$ cat src/audio_pkg.sv
/*
 * audio peripheral shared sizes and types
 * sample, coefficient, host bus and frame handshake definitions
 */
`default_nettype none

package audio_pkg;

    localparam int CHANNELS = 4;
    localparam int FRAMES = 4;

    typedef logic signed [15:0] sample_t;
    // q1.15 mix weight
    typedef logic signed [15:0] coef_t;
    typedef logic [1:0] chan_t;
    typedef logic [1:0] frame_idx_t;
    // {slot, channel}
    typedef logic [3:0] sample_addr_t;
    // {output select, channel}
    typedef logic [2:0] coef_addr_t;
    // four 32-bit products plus headroom
    typedef logic signed [35:0] acc_t;

    typedef struct packed {
        logic        valid;
        logic [3:0]  wstrb;
        logic [31:0] addr;
        logic [31:0] wdata;
    } bus_req_t;

    typedef struct packed {
        logic        ready;
        logic [31:0] rdata;
    } bus_rsp_t;

    typedef struct packed {
        logic       req;
        frame_idx_t idx;
    } frame_req_t;

    typedef struct packed {
        sample_t left;
        sample_t right;
    } mix_out_t;

endpackage

`default_nettype wire
$ cat src/audio_engine.sv
/*
 * audio engine top level
 * four-mic i2s capture, q1.15 stereo mix and i2s output on a host bus
 */
`timescale 1ns/1ps
`default_nettype none

module audio_engine #(
    parameter logic [31:0] ADDR    = 32'h6000,
    parameter int          DIVIDER = 2
) (
    input  wire                       ck,
    input  wire                       rst_n,
    input  wire  audio_pkg::bus_req_t bus,
    output audio_pkg::bus_rsp_t       rsp,
    input  wire                       sd_in0,
    input  wire                       sd_in1,
    output logic                      sck,
    output logic                      ws,
    output logic                      sd_out
);

    import audio_pkg::*;

    logic [4:0]             frame_posn;
    logic                   bit_edge;
    sample_t [CHANNELS-1:0] mics;
    logic                   valid0;
    logic                   valid1;
    logic                   enable;
    logic                   sample_we;
    sample_addr_t           sample_waddr;
    sample_t                sample_wdata;
    sample_addr_t           sample_raddr;
    sample_t                sample_rdata;
    logic                   coef_we;
    coef_addr_t             coef_waddr;
    coef_t                  coef_wdata;
    coef_addr_t             coef_raddr;
    coef_t                  coef_rdata;
    frame_req_t             frame_req;
    logic                   ack;
    logic                   overrun;
    logic                   done;
    mix_out_t               mix;

    i2s_clock_gen #(.DIVIDER(DIVIDER)) clk_gen_i (
        .ck(ck), .rst_n(rst_n), .sck(sck), .ws(ws),
        .frame_posn(frame_posn), .bit_edge(bit_edge));

    i2s_rx rx0_i (
        .ck(ck), .rst_n(rst_n), .bit_edge(bit_edge), .frame_posn(frame_posn),
        .sd(sd_in0), .left(mics[0]), .right(mics[1]), .sample_valid(valid0));

    i2s_rx rx1_i (
        .ck(ck), .rst_n(rst_n), .bit_edge(bit_edge), .frame_posn(frame_posn),
        .sd(sd_in1), .left(mics[2]), .right(mics[3]), .sample_valid(valid1));

    i2s_tx tx_i (
        .ck(ck), .rst_n(rst_n), .bit_edge(bit_edge), .frame_posn(frame_posn),
        .mix(mix), .sd(sd_out));

    // both receivers share frame timing
    frame_capture capture_i (
        .ck(ck), .rst_n(rst_n), .enable(enable), .sample_valid(valid0 && valid1),
        .mics(mics), .sample_we(sample_we), .sample_waddr(sample_waddr),
        .sample_wdata(sample_wdata), .frame_req(frame_req), .ack(ack),
        .overrun(overrun));

    dual_port_ram #(.entry_t(sample_t), .DEPTH(CHANNELS * FRAMES)) sample_ram_i (
        .ck(ck), .we(sample_we), .waddr(sample_waddr), .wdata(sample_wdata),
        .raddr(sample_raddr), .rdata(sample_rdata));

    dual_port_ram #(.entry_t(coef_t), .DEPTH(2 * CHANNELS)) coef_ram_i (
        .ck(ck), .we(coef_we), .waddr(coef_waddr), .wdata(coef_wdata),
        .raddr(coef_raddr), .rdata(coef_rdata));

    mix_sequencer seq_i (
        .ck(ck), .rst_n(rst_n), .frame_req(frame_req), .ack(ack),
        .sample_raddr(sample_raddr), .coef_raddr(coef_raddr),
        .sample_rdata(sample_rdata), .coef_rdata(coef_rdata),
        .mix(mix), .done(done));

    host_regs #(.ADDR(ADDR)) regs_i (
        .ck(ck), .rst_n(rst_n), .bus(bus), .rsp(rsp),
        .coef_we(coef_we), .coef_waddr(coef_waddr), .coef_wdata(coef_wdata),
        .enable(enable), .mix(mix), .done(done), .overrun(overrun));

endmodule

`default_nettype wire

$ cat src/host_regs.sv
/*
 * host register block
 * bus decode, coefficient writes, control, status and result read-back
 */
`timescale 1ns/1ps
`default_nettype none

module host_regs #(
    parameter logic [31:0] ADDR = 32'h6000
) (
    input  wire                          ck,
    input  wire                          rst_n,
    input  wire  audio_pkg::bus_req_t    bus,
    output audio_pkg::bus_rsp_t          rsp,
    output logic                         coef_we,
    output audio_pkg::coef_addr_t        coef_waddr,
    output audio_pkg::coef_t             coef_wdata,
    output logic                         enable,
    input  wire  audio_pkg::mix_out_t    mix,
    input  wire                          done,
    input  wire                          overrun
);

    localparam logic [31:0] OFS_RESULT  = 32'h100;
    localparam logic [31:0] OFS_STATUS  = 32'h200;
    localparam logic [31:0] OFS_CONTROL = 32'h300;

    logic [31:0] offset;
    logic        access;
    logic        is_write;
    logic        hit_coef;
    logic        hit_result;
    logic        hit_status;
    logic        hit_control;
    logic [1:0]  status_q;
    logic [1:0]  status_clr;
    logic        ready_q;
    logic [31:0] rdata_q;
    logic [31:0] rdata_next;

    // high only in the first cycle of a request and ready follows it
    assign access   = bus.valid && !ready_q;
    assign is_write = |bus.wstrb;
    assign offset   = bus.addr - ADDR;

    assign hit_coef    = (offset[31:5] == '0);
    assign hit_result  = (offset[31:3] == OFS_RESULT[31:3]);
    assign hit_status  = (offset[31:2] == OFS_STATUS[31:2]);
    assign hit_control = (offset[31:2] == OFS_CONTROL[31:2]);

    assign coef_we    = access && is_write && hit_coef;
    assign coef_waddr = offset[4:2];
    assign coef_wdata = bus.wdata[15:0];

    assign status_clr = (access && is_write && hit_status) ? bus.wdata[1:0] : 2'b00;

    always_comb begin
        rdata_next = '0;
        if (!is_write) begin
            if (hit_result) begin
                if (offset[2])
                    rdata_next = {{16{mix.right[15]}}, mix.right};
                else
                    rdata_next = {{16{mix.left[15]}}, mix.left};
            end else if (hit_status) begin
                rdata_next = {30'b0, status_q};
            end else if (hit_control) begin
                rdata_next = {31'b0, enable};
            end
        end
    end

    always_ff @(posedge ck) begin
        if (access)
            rdata_q <= rdata_next;
    end

    always_ff @(posedge ck or negedge rst_n) begin
        if (!rst_n) begin
            ready_q  <= 1'b0;
            status_q <= '0;
            enable   <= 1'b0;
        end else begin
            ready_q <= access;
            // a new event wins over a clear in the same cycle
            status_q <= (status_q & ~status_clr) | {overrun, done};
            if (access && is_write && hit_control)
                enable <= bus.wdata[0];
        end
    end

    assign rsp = '{ready: ready_q, rdata: rdata_q};

endmodule

`default_nettype wire

$ cat src/mix_sequencer.sv
/*
 * mix sequencer
 * weighted sum of the four channels for the left and right outputs,
 * fixed 12 cycle run per frame request
 */
`timescale 1ns/1ps
`default_nettype none

module mix_sequencer (
    input  wire                             ck,
    input  wire                             rst_n,
    input  wire  audio_pkg::frame_req_t     frame_req,
    output logic                            ack,
    output audio_pkg::sample_addr_t         sample_raddr,
    output audio_pkg::coef_addr_t           coef_raddr,
    input  wire  audio_pkg::sample_t        sample_rdata,
    input  wire  audio_pkg::coef_t          coef_rdata,
    output audio_pkg::mix_out_t             mix,
    output logic                            done
);

    import audio_pkg::*;

    // phases 0-3 issue reads, 1-4 accumulate, 5 finishes the output
    localparam logic [2:0] LAST_PHASE = 3'(CHANNELS + 1);

    logic       busy;
    logic       start;
    logic       out_sel;
    logic [2:0] phase;
    chan_t      chan;
    acc_t       acc;
    acc_t       prod;
    sample_t    res_left;

    // floor shift back to q15, then clamp to the sample range
    function automatic sample_t round_sat(input acc_t a);
        acc_t s;
        s = a >>> 15;
        if (s > acc_t'(32767))
            return sample_t'(16'sh7fff);
        else if (s < -acc_t'(32768))
            return sample_t'(16'sh8000);
        else
            return sample_t'(s[15:0]);
    endfunction

    assign start = frame_req.req && !ack && !busy;
    assign chan  = phase[1:0];
    assign prod  = acc_t'(sample_rdata) * acc_t'(coef_rdata);

    assign sample_raddr = {frame_req.idx, chan};
    assign coef_raddr   = {out_sel, chan};

    always_ff @(posedge ck) begin
        if (phase == 3'd1)
            acc <= prod;
        else if (phase >= 3'd2 && phase <= 3'(CHANNELS))
            acc <= acc + prod;
        if (busy && phase == LAST_PHASE && !out_sel)
            res_left <= round_sat(acc);
    end

    always_ff @(posedge ck or negedge rst_n) begin
        if (!rst_n) begin
            busy    <= 1'b0;
            out_sel <= 1'b0;
            phase   <= '0;
            ack     <= 1'b0;
            done    <= 1'b0;
            mix     <= '0;
        end else begin
            done <= 1'b0;
            if (start) begin
                // first reads went out this cycle
                busy  <= 1'b1;
                phase <= 3'd1;
            end else if (busy) begin
                if (phase == LAST_PHASE) begin
                    phase   <= '0;
                    out_sel <= ~out_sel;
                    if (out_sel) begin
                        busy <= 1'b0;
                        mix  <= '{left: res_left, right: round_sat(acc)};
                        done <= 1'b1;
                        ack  <= 1'b1;
                    end
                end else begin
                    phase <= phase + 3'd1;
                end
            end
            if (ack && !frame_req.req)
                ack <= 1'b0;
        end
    end

endmodule

`default_nettype wire

$ cat src/dual_port_ram.sv
/*
 * dual port ram
 * one write port and one registered read port, generic entry type
 */
`timescale 1ns/1ps
`default_nettype none

module dual_port_ram #(
    parameter type entry_t = logic [15:0],
    parameter int  DEPTH   = 16
) (
    input  wire                      ck,
    input  wire                      we,
    input  wire  [$clog2(DEPTH)-1:0] waddr,
    input  wire  entry_t             wdata,
    input  wire  [$clog2(DEPTH)-1:0] raddr,
    output entry_t                   rdata
);

    entry_t mem [DEPTH];

    always_ff @(posedge ck) begin
        if (we)
            mem[waddr] <= wdata;
    end

    // read data follows the address by one cycle
    always_ff @(posedge ck) begin
        rdata <= mem[raddr];
    end

endmodule

`default_nettype wire

$ cat src/frame_capture.sv
/*
 * frame capture
 * writes each received frame into the sample ring, then requests a mix
 */
`timescale 1ns/1ps
`default_nettype none

module frame_capture (
    input  wire                                              ck,
    input  wire                                              rst_n,
    input  wire                                              enable,
    input  wire                                              sample_valid,
    input  wire  audio_pkg::sample_t [audio_pkg::CHANNELS-1:0] mics,
    output logic                                             sample_we,
    output audio_pkg::sample_addr_t                          sample_waddr,
    output audio_pkg::sample_t                               sample_wdata,
    output audio_pkg::frame_req_t                            frame_req,
    input  wire                                              ack,
    output logic                                             overrun
);

    import audio_pkg::*;

    sample_t [CHANNELS-1:0] mics_q;
    chan_t                  chan;
    frame_idx_t             slot;
    frame_idx_t             req_idx;
    logic                   writing;
    logic                   req_q;
    logic                   last_write;

    assign last_write = writing && (chan == chan_t'(CHANNELS - 1));

    // frame held while the four writes go out
    always_ff @(posedge ck) begin
        if (sample_valid && enable)
            mics_q <= mics;
    end

    always_ff @(posedge ck or negedge rst_n) begin
        if (!rst_n) begin
            writing <= 1'b0;
            chan    <= '0;
            slot    <= '0;
            req_q   <= 1'b0;
            req_idx <= '0;
            overrun <= 1'b0;
        end else begin
            overrun <= 1'b0;
            if (sample_valid && enable) begin
                writing <= 1'b1;
                chan    <= '0;
            end else if (writing) begin
                chan <= chan + chan_t'(1);
            end
            if (last_write) begin
                writing <= 1'b0;
                slot    <= slot + frame_idx_t'(1);
                // only request when the previous handshake has fully closed
                if (!req_q && !ack) begin
                    req_q   <= 1'b1;
                    req_idx <= slot;
                end else begin
                    overrun <= 1'b1;
                end
            end else if (req_q && ack) begin
                req_q <= 1'b0;
            end
        end
    end

    assign sample_we    = writing;
    assign sample_waddr = {slot, chan};
    assign sample_wdata = mics_q[chan];
    assign frame_req    = '{req: req_q, idx: req_idx};

endmodule

`default_nettype wire

$ cat src/i2s_tx.sv
/*
 * i2s transmitter
 * sends the left and right mix results msb first on sd
 */
`timescale 1ns/1ps
`default_nettype none

module i2s_tx (
    input  wire                 ck,
    input  wire                 rst_n,
    input  wire                 bit_edge,
    input  wire  [4:0]          frame_posn,
    input  wire  audio_pkg::mix_out_t mix,
    output logic                sd
);

    logic [31:0] shift_q;

    always_ff @(posedge ck or negedge rst_n) begin
        if (!rst_n) begin
            shift_q <= '0;
        end else if (bit_edge) begin
            // last bit just taken, so the msb of the new word is ready for position 0
            if (frame_posn == 5'd31)
                shift_q <= {mix.left, mix.right};
            else
                shift_q <= {shift_q[30:0], 1'b0};
        end
    end

    assign sd = shift_q[31];

endmodule

`default_nettype wire

$ cat src/i2s_rx.sv
/*
 * i2s receiver
 * collects one 32-bit frame from sd and splits it into left and right
 */
`timescale 1ns/1ps
`default_nettype none

module i2s_rx (
    input  wire                ck,
    input  wire                rst_n,
    input  wire                bit_edge,
    input  wire  [4:0]         frame_posn,
    input  wire                sd,
    output audio_pkg::sample_t left,
    output audio_pkg::sample_t right,
    output logic               sample_valid
);

    logic [31:0] shift_q;
    logic [31:0] word;
    logic        last_bit;

    // word including the bit being taken now
    assign word = {shift_q[30:0], sd};
    assign last_bit = bit_edge && (frame_posn == 5'd31);

    always_ff @(posedge ck) begin
        if (bit_edge)
            shift_q <= word;
    end

    always_ff @(posedge ck) begin
        if (last_bit) begin
            left  <= word[31:16];
            right <= word[15:0];
        end
    end

    always_ff @(posedge ck or negedge rst_n) begin
        if (!rst_n)
            sample_valid <= 1'b0;
        else
            sample_valid <= last_bit;
    end

endmodule

`default_nettype wire

$ cat src/i2s_clock_gen.sv
/*
 * i2s clock generator
 * divides ck down to sck and ws, tracks the bit position in the frame
 */
`timescale 1ns/1ps
`default_nettype none

module i2s_clock_gen #(
    parameter int DIVIDER = 2
) (
    input  wire        ck,
    input  wire        rst_n,
    output logic       sck,
    output logic       ws,
    output logic [4:0] frame_posn,
    output logic       bit_edge
);

    logic [7:0] div_cnt;
    logic       half_end;

    assign half_end = (div_cnt == 8'(DIVIDER - 1));

    always_ff @(posedge ck or negedge rst_n) begin
        if (!rst_n) begin
            div_cnt    <= '0;
            sck        <= 1'b0;
            frame_posn <= '0;
            bit_edge   <= 1'b0;
        end else begin
            bit_edge <= 1'b0;
            if (half_end) begin
                div_cnt <= '0;
                sck     <= ~sck;
                // rising half flags the sample point, falling half moves to the next bit
                if (!sck)
                    bit_edge <= 1'b1;
                else
                    frame_posn <= frame_posn + 5'd1;
            end else begin
                div_cnt <= div_cnt + 8'd1;
            end
        end
    end

    // low for the left word, high for the right
    assign ws = frame_posn[4];

endmodule

`default_nettype wire

$ cat config.mk
export PLATFORM = sky130hd
export DESIGN_NAME = audio_engine
export DESIGN_NICKNAME = d
export VERILOG_FILES = /design/src/audio_pkg.sv /design/src/audio_engine.sv /design/src/host_regs.sv /design/src/mix_sequencer.sv /design/src/dual_port_ram.sv /design/src/frame_capture.sv /design/src/i2s_tx.sv /design/src/i2s_rx.sv /design/src/i2s_clock_gen.sv
export SDC_FILE = /design/constraint.sdc
export NUM_CORES = 2
export LEC_CHECK = 0
export ABC_AREA = 1
export BUFFER_PORTS_ARGS = -buffer_cell sky130_fd_sc_hd__buf_2
export CAP_MARGIN = 20
export CORE_MARGIN = 4
export CORE_UTILIZATION = 64
export CTS_CLUSTER_SIZE = 12
export DETAILED_ROUTE_END_ITERATION = 8
export GPL_TIMING_DRIVEN = 0
export MAX_ROUTING_LAYER = met4
export PLACE_DENSITY_LB_ADDON = 0.3
export RECOVER_POWER = 100
export SETUP_SLACK_MARGIN = 0.02
export SYNTH_ARGS = -nofsm -noshare
export SYNTH_HDL_FRONTEND = slang
export SYNTH_HIERARCHICAL = 1
export SYNTH_SLANG_ARGS = --single-unit
$ cat constraint.sdc
create_clock -name ck -period 9.7 [get_ports ck]
set_input_delay 1.455 -clock ck [delete_from_list [all_inputs] [get_ports ck]]
set_output_delay 1.455 -clock ck [all_outputs]
set_load 0.05 [all_outputs]
======== After elaboration in Yosys (flattened, before gate mapping) ========
Memory sizes are Yosys's and may differ from the RTL's. A register that Yosys moved wholly into a read port is not among the register bits.
Index checks and enable logic that the tools add are counted.
word-level totals
  memory bits (writable) .................. 384
  memories ................................ 2
  register bits after elaboration ......... 374
  input port bits ......................... 73
memories
  name              depth  bits a word  read ports  clocked after memory_dff  wr ports  line                 RTL
  sample_ram_i.mem  16     16           1           1                         1         dual_port_ram.sv:20  entry_t mem [DEPTH];
  coef_ram_i.mem    8      16           1           1                         1         dual_port_ram.sv:20
cells by class
  eq/ne operators ......................... 10
  $mul .................................... 1
  reductions and logical operators ........ 37
  mux-type cells .......................... 44
  bitwise gates (word level) .............. 6
  add/subtract/negate cells ............... 7
  magnitude comparators ................... 5
operator list
  operator                  count
  $mux W32                  4
  $mux W36                  2
  $eq A30 B8 Y1 const B     2
  $mux W16                  3
  $add A36 B32 Y36          1
  $bmux W16 S2              1
  $mul A16 B16 Y32          1
  $sub A32 B15 Y32 const B  1
  $eq A29 B6 Y1 const B     1
  $logic_not A27 Y1         1
  $mux W1                   27
  $gt A21 B16 Y1 const B    1
  $lt A21 B16 Y1 const B    1
  $logic_and A1 B1 Y1       16
  $reduce_bool A2 Y1        8
  $mux W3                   3
  $add A8 B1 Y8 const B     1
  $eq A8 B1 Y1 const B      1
  $mux W8                   1
  $reduce_and A4 Y1         2
  $mux W2                   3
  $reduce_and A2 Y1         3
  $add A5 B1 Y5 const B     1
  $eq A5 B5 Y1 const B      1
  other kinds (16)          24

======== Depth between registers and ports, before layout ========
  depth after elaboration ................. 8
  mapped depth ............................ 38

======== By module ========
The synthesis kept the hierarchy.
modules (own cells, without submodules)
  module                         cells an instance  instances  area an instance (µm²)  seq. area each (µm²)
  mix_sequencer                  2,266              1          16,932.5                2,537.4
  dual_port_ram at sample_ram_i  1,074              1          11,380.9                8,007.7
  dual_port_ram at coef_ram_i    587                1          5,989.5                 4,164.0
  i2s_rx                         71                 2          1,945.6                 1,916.8
  frame_capture                  296                1          3,105.5                 2,147.1
  host_regs                      293                1          2,157.1                 580.6
  i2s_tx                         246                1          1,969.4                 800.8
  i2s_clock_gen                  87                 1          745.7                   375.4
  audio_engine                   2                  1          7.5                     0.0

======== Worst setup path before layout ========
No wires, ideal clock.
  path kind ............................... register to register
  start point ............................. register coef_ram_i/rdata[3] (netlist name) (read register of coef_ram_i.mem)
  end point ............................... register seq_i.acc[35] (data pin)
  cell stages (with the launch flop) ...... 34
  path slack .............................. 2,924 ps
  path buffers ............................ 2
  arrival time ............................ 6,521 ps
  cells stage by stage .................... dfxtp_1 -> clkbuf_1 -> clkbuf_1 -> nand2_1 -> inv_1 -> fa_1 -> inv_1 -> fa_1 -> inv_1 -> fa_1 -> fa_1 -> fa_1 -> fa_1 -> ha_1 -> nand2_1 -> nor2_1 -> inv_2 -> nor2_1 -> and3_1 -> nand2_1 -> nand3_1 -> nand2_1 -> and2_1 -> ha_1 -> nand2_1 -> inv_1 -> a21oi_1 -> nand2_1 -> a21oi_1 -> nand3_1 -> nand2_1 -> nand3_1 -> nand2_1 -> nand2_1
on the way
  longest elaborated chain between the ends .. 4
ends and longest elaborated chain
  item                  line                 RTL
  from (decl)           dual_port_ram.sv:17  output entry_t rdata
  $mul A16 B16 Y32 *    mix_sequencer.sv:50  assign prod = acc_t'(sample_rdata) * acc_t'(coef_rdata);
  $add A36 B32 Y36      mix_sequencer.sv:59  acc <= acc + prod;
  $mux W36              mix_sequencer.sv:58  else if (phase >= 3'd2 && phase <= 3'(CHANNELS))
  $mux W36 *            mix_sequencer.sv:56  if (phase == 3'd1)
  to (signal assigned)  mix_sequencer.sv:57  acc <= prod;
  to (signal assigned)  mix_sequencer.sv:59
  to (decl)             mix_sequencer.sv:32  acc_t acc;
Every way passes the cells marked *; elsewhere a longest branch is shown, timed or not. The select of a mux whose other input is x is not followed.
A chain may end at the register's enable or synchronous reset.

======== Final worst setup path ========
  start point ............................. register coef_ram_i/rdata[7] (netlist name) (read register of coef_ram_i.mem)
  end point ............................... register seq_i.acc[23] (data pin)
The elaborated chain is that of the path after synthesis.

==> flow_metrics.env <==
export IMPL_grt_max_degree=70
export IMPL_cts_tree="built"
export IMPL_r2r_cells=30
export IMPL_grt_pass1_wl_um=183000
export IMPL_io_pins=109
export IMPL_criticalPathCategory="reg -> reg"
export IMPL_vdd_drop_max_uv=181
export IMPL_hold_depth=0
export IMPL_status="complete, but fails checks"
export IMPL_min_from="rx0_i/right[10]"
export IMPL_core_area_um2=71500
export IMPL_ant_nets=0
export IMPL_fin_crit_sh_pct=86.2
export IMPL_synth_top_cell_by_area="edfxtp_1"
export IMPL_die_area_um2=76500
export IMPL_cts_max_path_buffers=3
export IMPL_start_kind="flip-flop"
export IMPL_dr_pass1_iters=6
export IMPL_port_buffers=75
export IMPL_numCtsBuffers=82
export IMPL_skew_ns=0.0344
export IMPL_max_clock_freq_mhz=120
export IMPL_rsz0062_at_grt="false"
export IMPL_die_h_um=277
export IMPL_yosys_cell_count_top_type="nand2_1"
export IMPL_worst_slew_pin_slew_ns=3.79
export IMPL_synthDistinctLibCells=61
export IMPL_drt_total_wl_um=117000
export IMPL_reg2reg_to="seq_i/acc[23]"
export IMPL_post_route_util_pct=70.1
export IMPL_cp_max_fo=10
export IMPL_cts_setup_buffers=0
export IMPL_failed_checks="capacitance limit, slew limit"
export IMPL_hold_end="capture_i/mics_q[26]"
export IMPL_max_stage_delay_ns=0.58
export IMPL_clk_pin_slew_worst_paths_ns=0.06
export IMPL_ys_top_cells_by_count="nand2_1 (1,474), inv_1 (1,029), edfxtp_1 (642), nand3_1 (465), fa_1 (263)"
export IMPL_routedWlPerCell_um=18.9
export IMPL_reg2reg_from="coef_ram_i/rdata[7]"
export IMPL_powerDensity_nw_per_um2=133
export IMPL_cp_required_ns=10.08
export IMPL_dominantRegCellSynth="edfxtp_1"
export IMPL_cts_resized_gates=0
export IMPL_yosysWarnings=6
export IMPL_ys_ff_latch=775
export IMPL_synthCells=4993
export IMPL_p_total_uw=6650
export IMPL_viasPerCell=5.51
export IMPL_setup_viol=0
export IMPL_crit_path_end_kind="flip-flop"
export IMPL_ys_seq_area_share_pct=48.6
export IMPL_drcViolationCount=0
export IMPL_crit_arrival_ns=8.74
export IMPL_drt_iter0_markers=3595
export IMPL_synthTopCellsByArea="edfxtp_1 (42%), nand2_1 (12%), fa_1 (11%), inv_1 (8.4%), dfrtp_1 (5.5%)"
export IMPL_die_w_um=277
export IMPL_postSynthAreaPerCell_um2=9.25
export IMPL_cp_slowest_cell="nor4_1"
export IMPL_synth_edf_count=642
export IMPL_hold_path_class="reg -> reg"
export IMPL_min_period_ns=8.36
export IMPL_relSlewSlack_pct=-153
export IMPL_first_global_vias=33723
export IMPL_report_final_slew_viol_count=501
export IMPL_cts_root_buf="clkbuf_16"
export IMPL_async_flop_share_pct=13.0
export IMPL_routabilityCongestion=0.943
export IMPL_hpwl_um=84800
export IMPL_cts_hold_buf=0
export IMPL_htreeDepth=3
export IMPL_r2r_slack_ns=1.34
export IMPL_clock_sinks=775
export IMPL_grt_usage_pct=31.4
export IMPL_hold_violations=0
export IMPL_overflow=0
export IMPL_syn_area_um2=46200
export IMPL_clock_latency_ns=0.66
export IMPL_antenna_found_initial=2
export IMPL_floorplan_initialDensity_pct=64.6
export IMPL_drv_cap=20
export IMPL_area_delta_synth_final_pct=8.45
export IMPL_nets=5630
export IMPL_dr_total_vias=34038
export IMPL_yosys_area_top_type_share_pct=41.7
export IMPL_drive_above_1_share_pct=6.62
export IMPL_tns_ns=0
export IMPL_rows=98
export IMPL_syn_nets=5453
export IMPL_nFillCells=5302
export IMPL_cellLeakagePower_uw=0.0238
critical path: cells and delay by family (launching register included):
| kind | cells | cell delay (ns) |
|---|---|---|
| DFF | 1 | 0.31 |
| xor gates and xnor gates | 1 | 0.20 |
| buffers and inverters | 7 | 1.31 |
| adders and majority gates | 8 | 3.77 |
| AOI/OAI and AO/OA | 1 | 0.28 |
| and+or+nand+nor | 13 | 2.23 |
cell usage in the layout (no fill, tap or decap), drive strengths merged, types with 3 or more instances in the layout:
master    synthesis  layout
a21o              5       5
a21oi            75      75
and2             11      11
and3              3       3
buf             146     149
clkbuf           79     288
clkinv            1      17
clkinvlp          0       4
dfrtp           101     101
dfxtp            32      32
edfxtp          642     642
fa              263     263
ha              124     124
inv            1043    1044
mux2i            15      15
nand2          1491    1491
nand3           476     476
nand3b           12      12
nand4            24      24
nor2            237     237
nor3             21      21
nor4              6       6
o21ai            78      78
o21bai           47      47
or2              11      11
xnor2            15      15
xor2             23      23
worst max path at each step:
stage,from,endpoint,slack [ns],cells after the start
6_report,coef_ram_i/rdata[7],seq_i/acc[23],1.34,30
2_1_floorplan,coef_ram_i/rdata[3],seq_i/acc[35],2.92,33
5_1_grt,coef_ram_i/rdata[3],seq_i/acc[35],0.89,29
3_3_place_gp,coef_ram_i/rdata[7],seq_i/acc[23],1.53,30
4_1_cts,coef_ram_i/rdata[7],seq_i/acc[23],1.51,30
3_5_place_dp,coef_ram_i/rdata[7],seq_i/acc[23],1.55,30
power breakdown:
part / switching (uW) / leakage (uW) / internal (uW)
combinational: 67.0 / 0.0152 / 21.8
sequential: 1.63 / 0.00743 / 3570
clock: 1300 / 0.00123 / 1690
total: 1370 / 0.0238 / 5280
logic make-up after synthesis:
kind of cell / Yosys count / share of synthesized area (%)
AO/OA/AOI/OAI: 214 / 2.92
XOR/XNOR: 38 / 0.770
adder cells (fa/ha/maj): 387 / 14.8
buffers and inverters: 1269 / 11.5
flip-flops: 775 / 48.6
multiplexers: 16 / 0.350
AND/OR/NAND/NOR: 2294 / 21.1
final cells by class:
cell class	instances	area (um^2)	share of cell area (%)
sequential	775	22400	44.8
tap	950	1190	2.37
clock inverter	23	302	0.602
antenna	2	5.00	0.00999
multi-input combinational	2949	18300	36.6
buffer	225	1250	2.50
timing repair buffer	93	393	0.784
clock buffer	119	2260	4.51
inverter	1044	3930	7.84
metal layers:
layer | vias to the layer above | routed length (um) | track usage (%)
met5 | - | 0 | -
met1 | 16352 | 46700 | 42.1
met2 | 1616 | 54700 | 49.3
li1 | 15792 | - | -
met3 | 278 | 11200 | 5.05
met4 | 0 | 4370 | 11.4
through the flow:
stage	setup slack, ns	instance area, um^2	std cells	hold WS, ns
2_1_floorplan	2.92	46200	4993	0.400
3_3_place_gp	1.53	47700	6018	0.401
3_5_place_dp	1.55	48100	6036	0.405
4_1_cts	1.51	50700	6178	0.414
5_1_grt	0.894	50100	6180	0.412
6_report	1.34	50100	6180	0.412
state kept, by name, summed over array words and instances, names as in the netlist, 31 cells and up:
| register | cells |
|---|---|
| capture_i/mics_q | 64 |
| coef_ram_i/mem | 128 |
| rx0_i/shift_q | 31 |
| rx1_i/shift_q | 31 |
| sample_ram_i/mem | 256 |
| seq_i/acc | 36 |
| seq_i/mix | 32 |
| tx_i/shift_q | 32 |
Power figures use the tool's default switching activity.
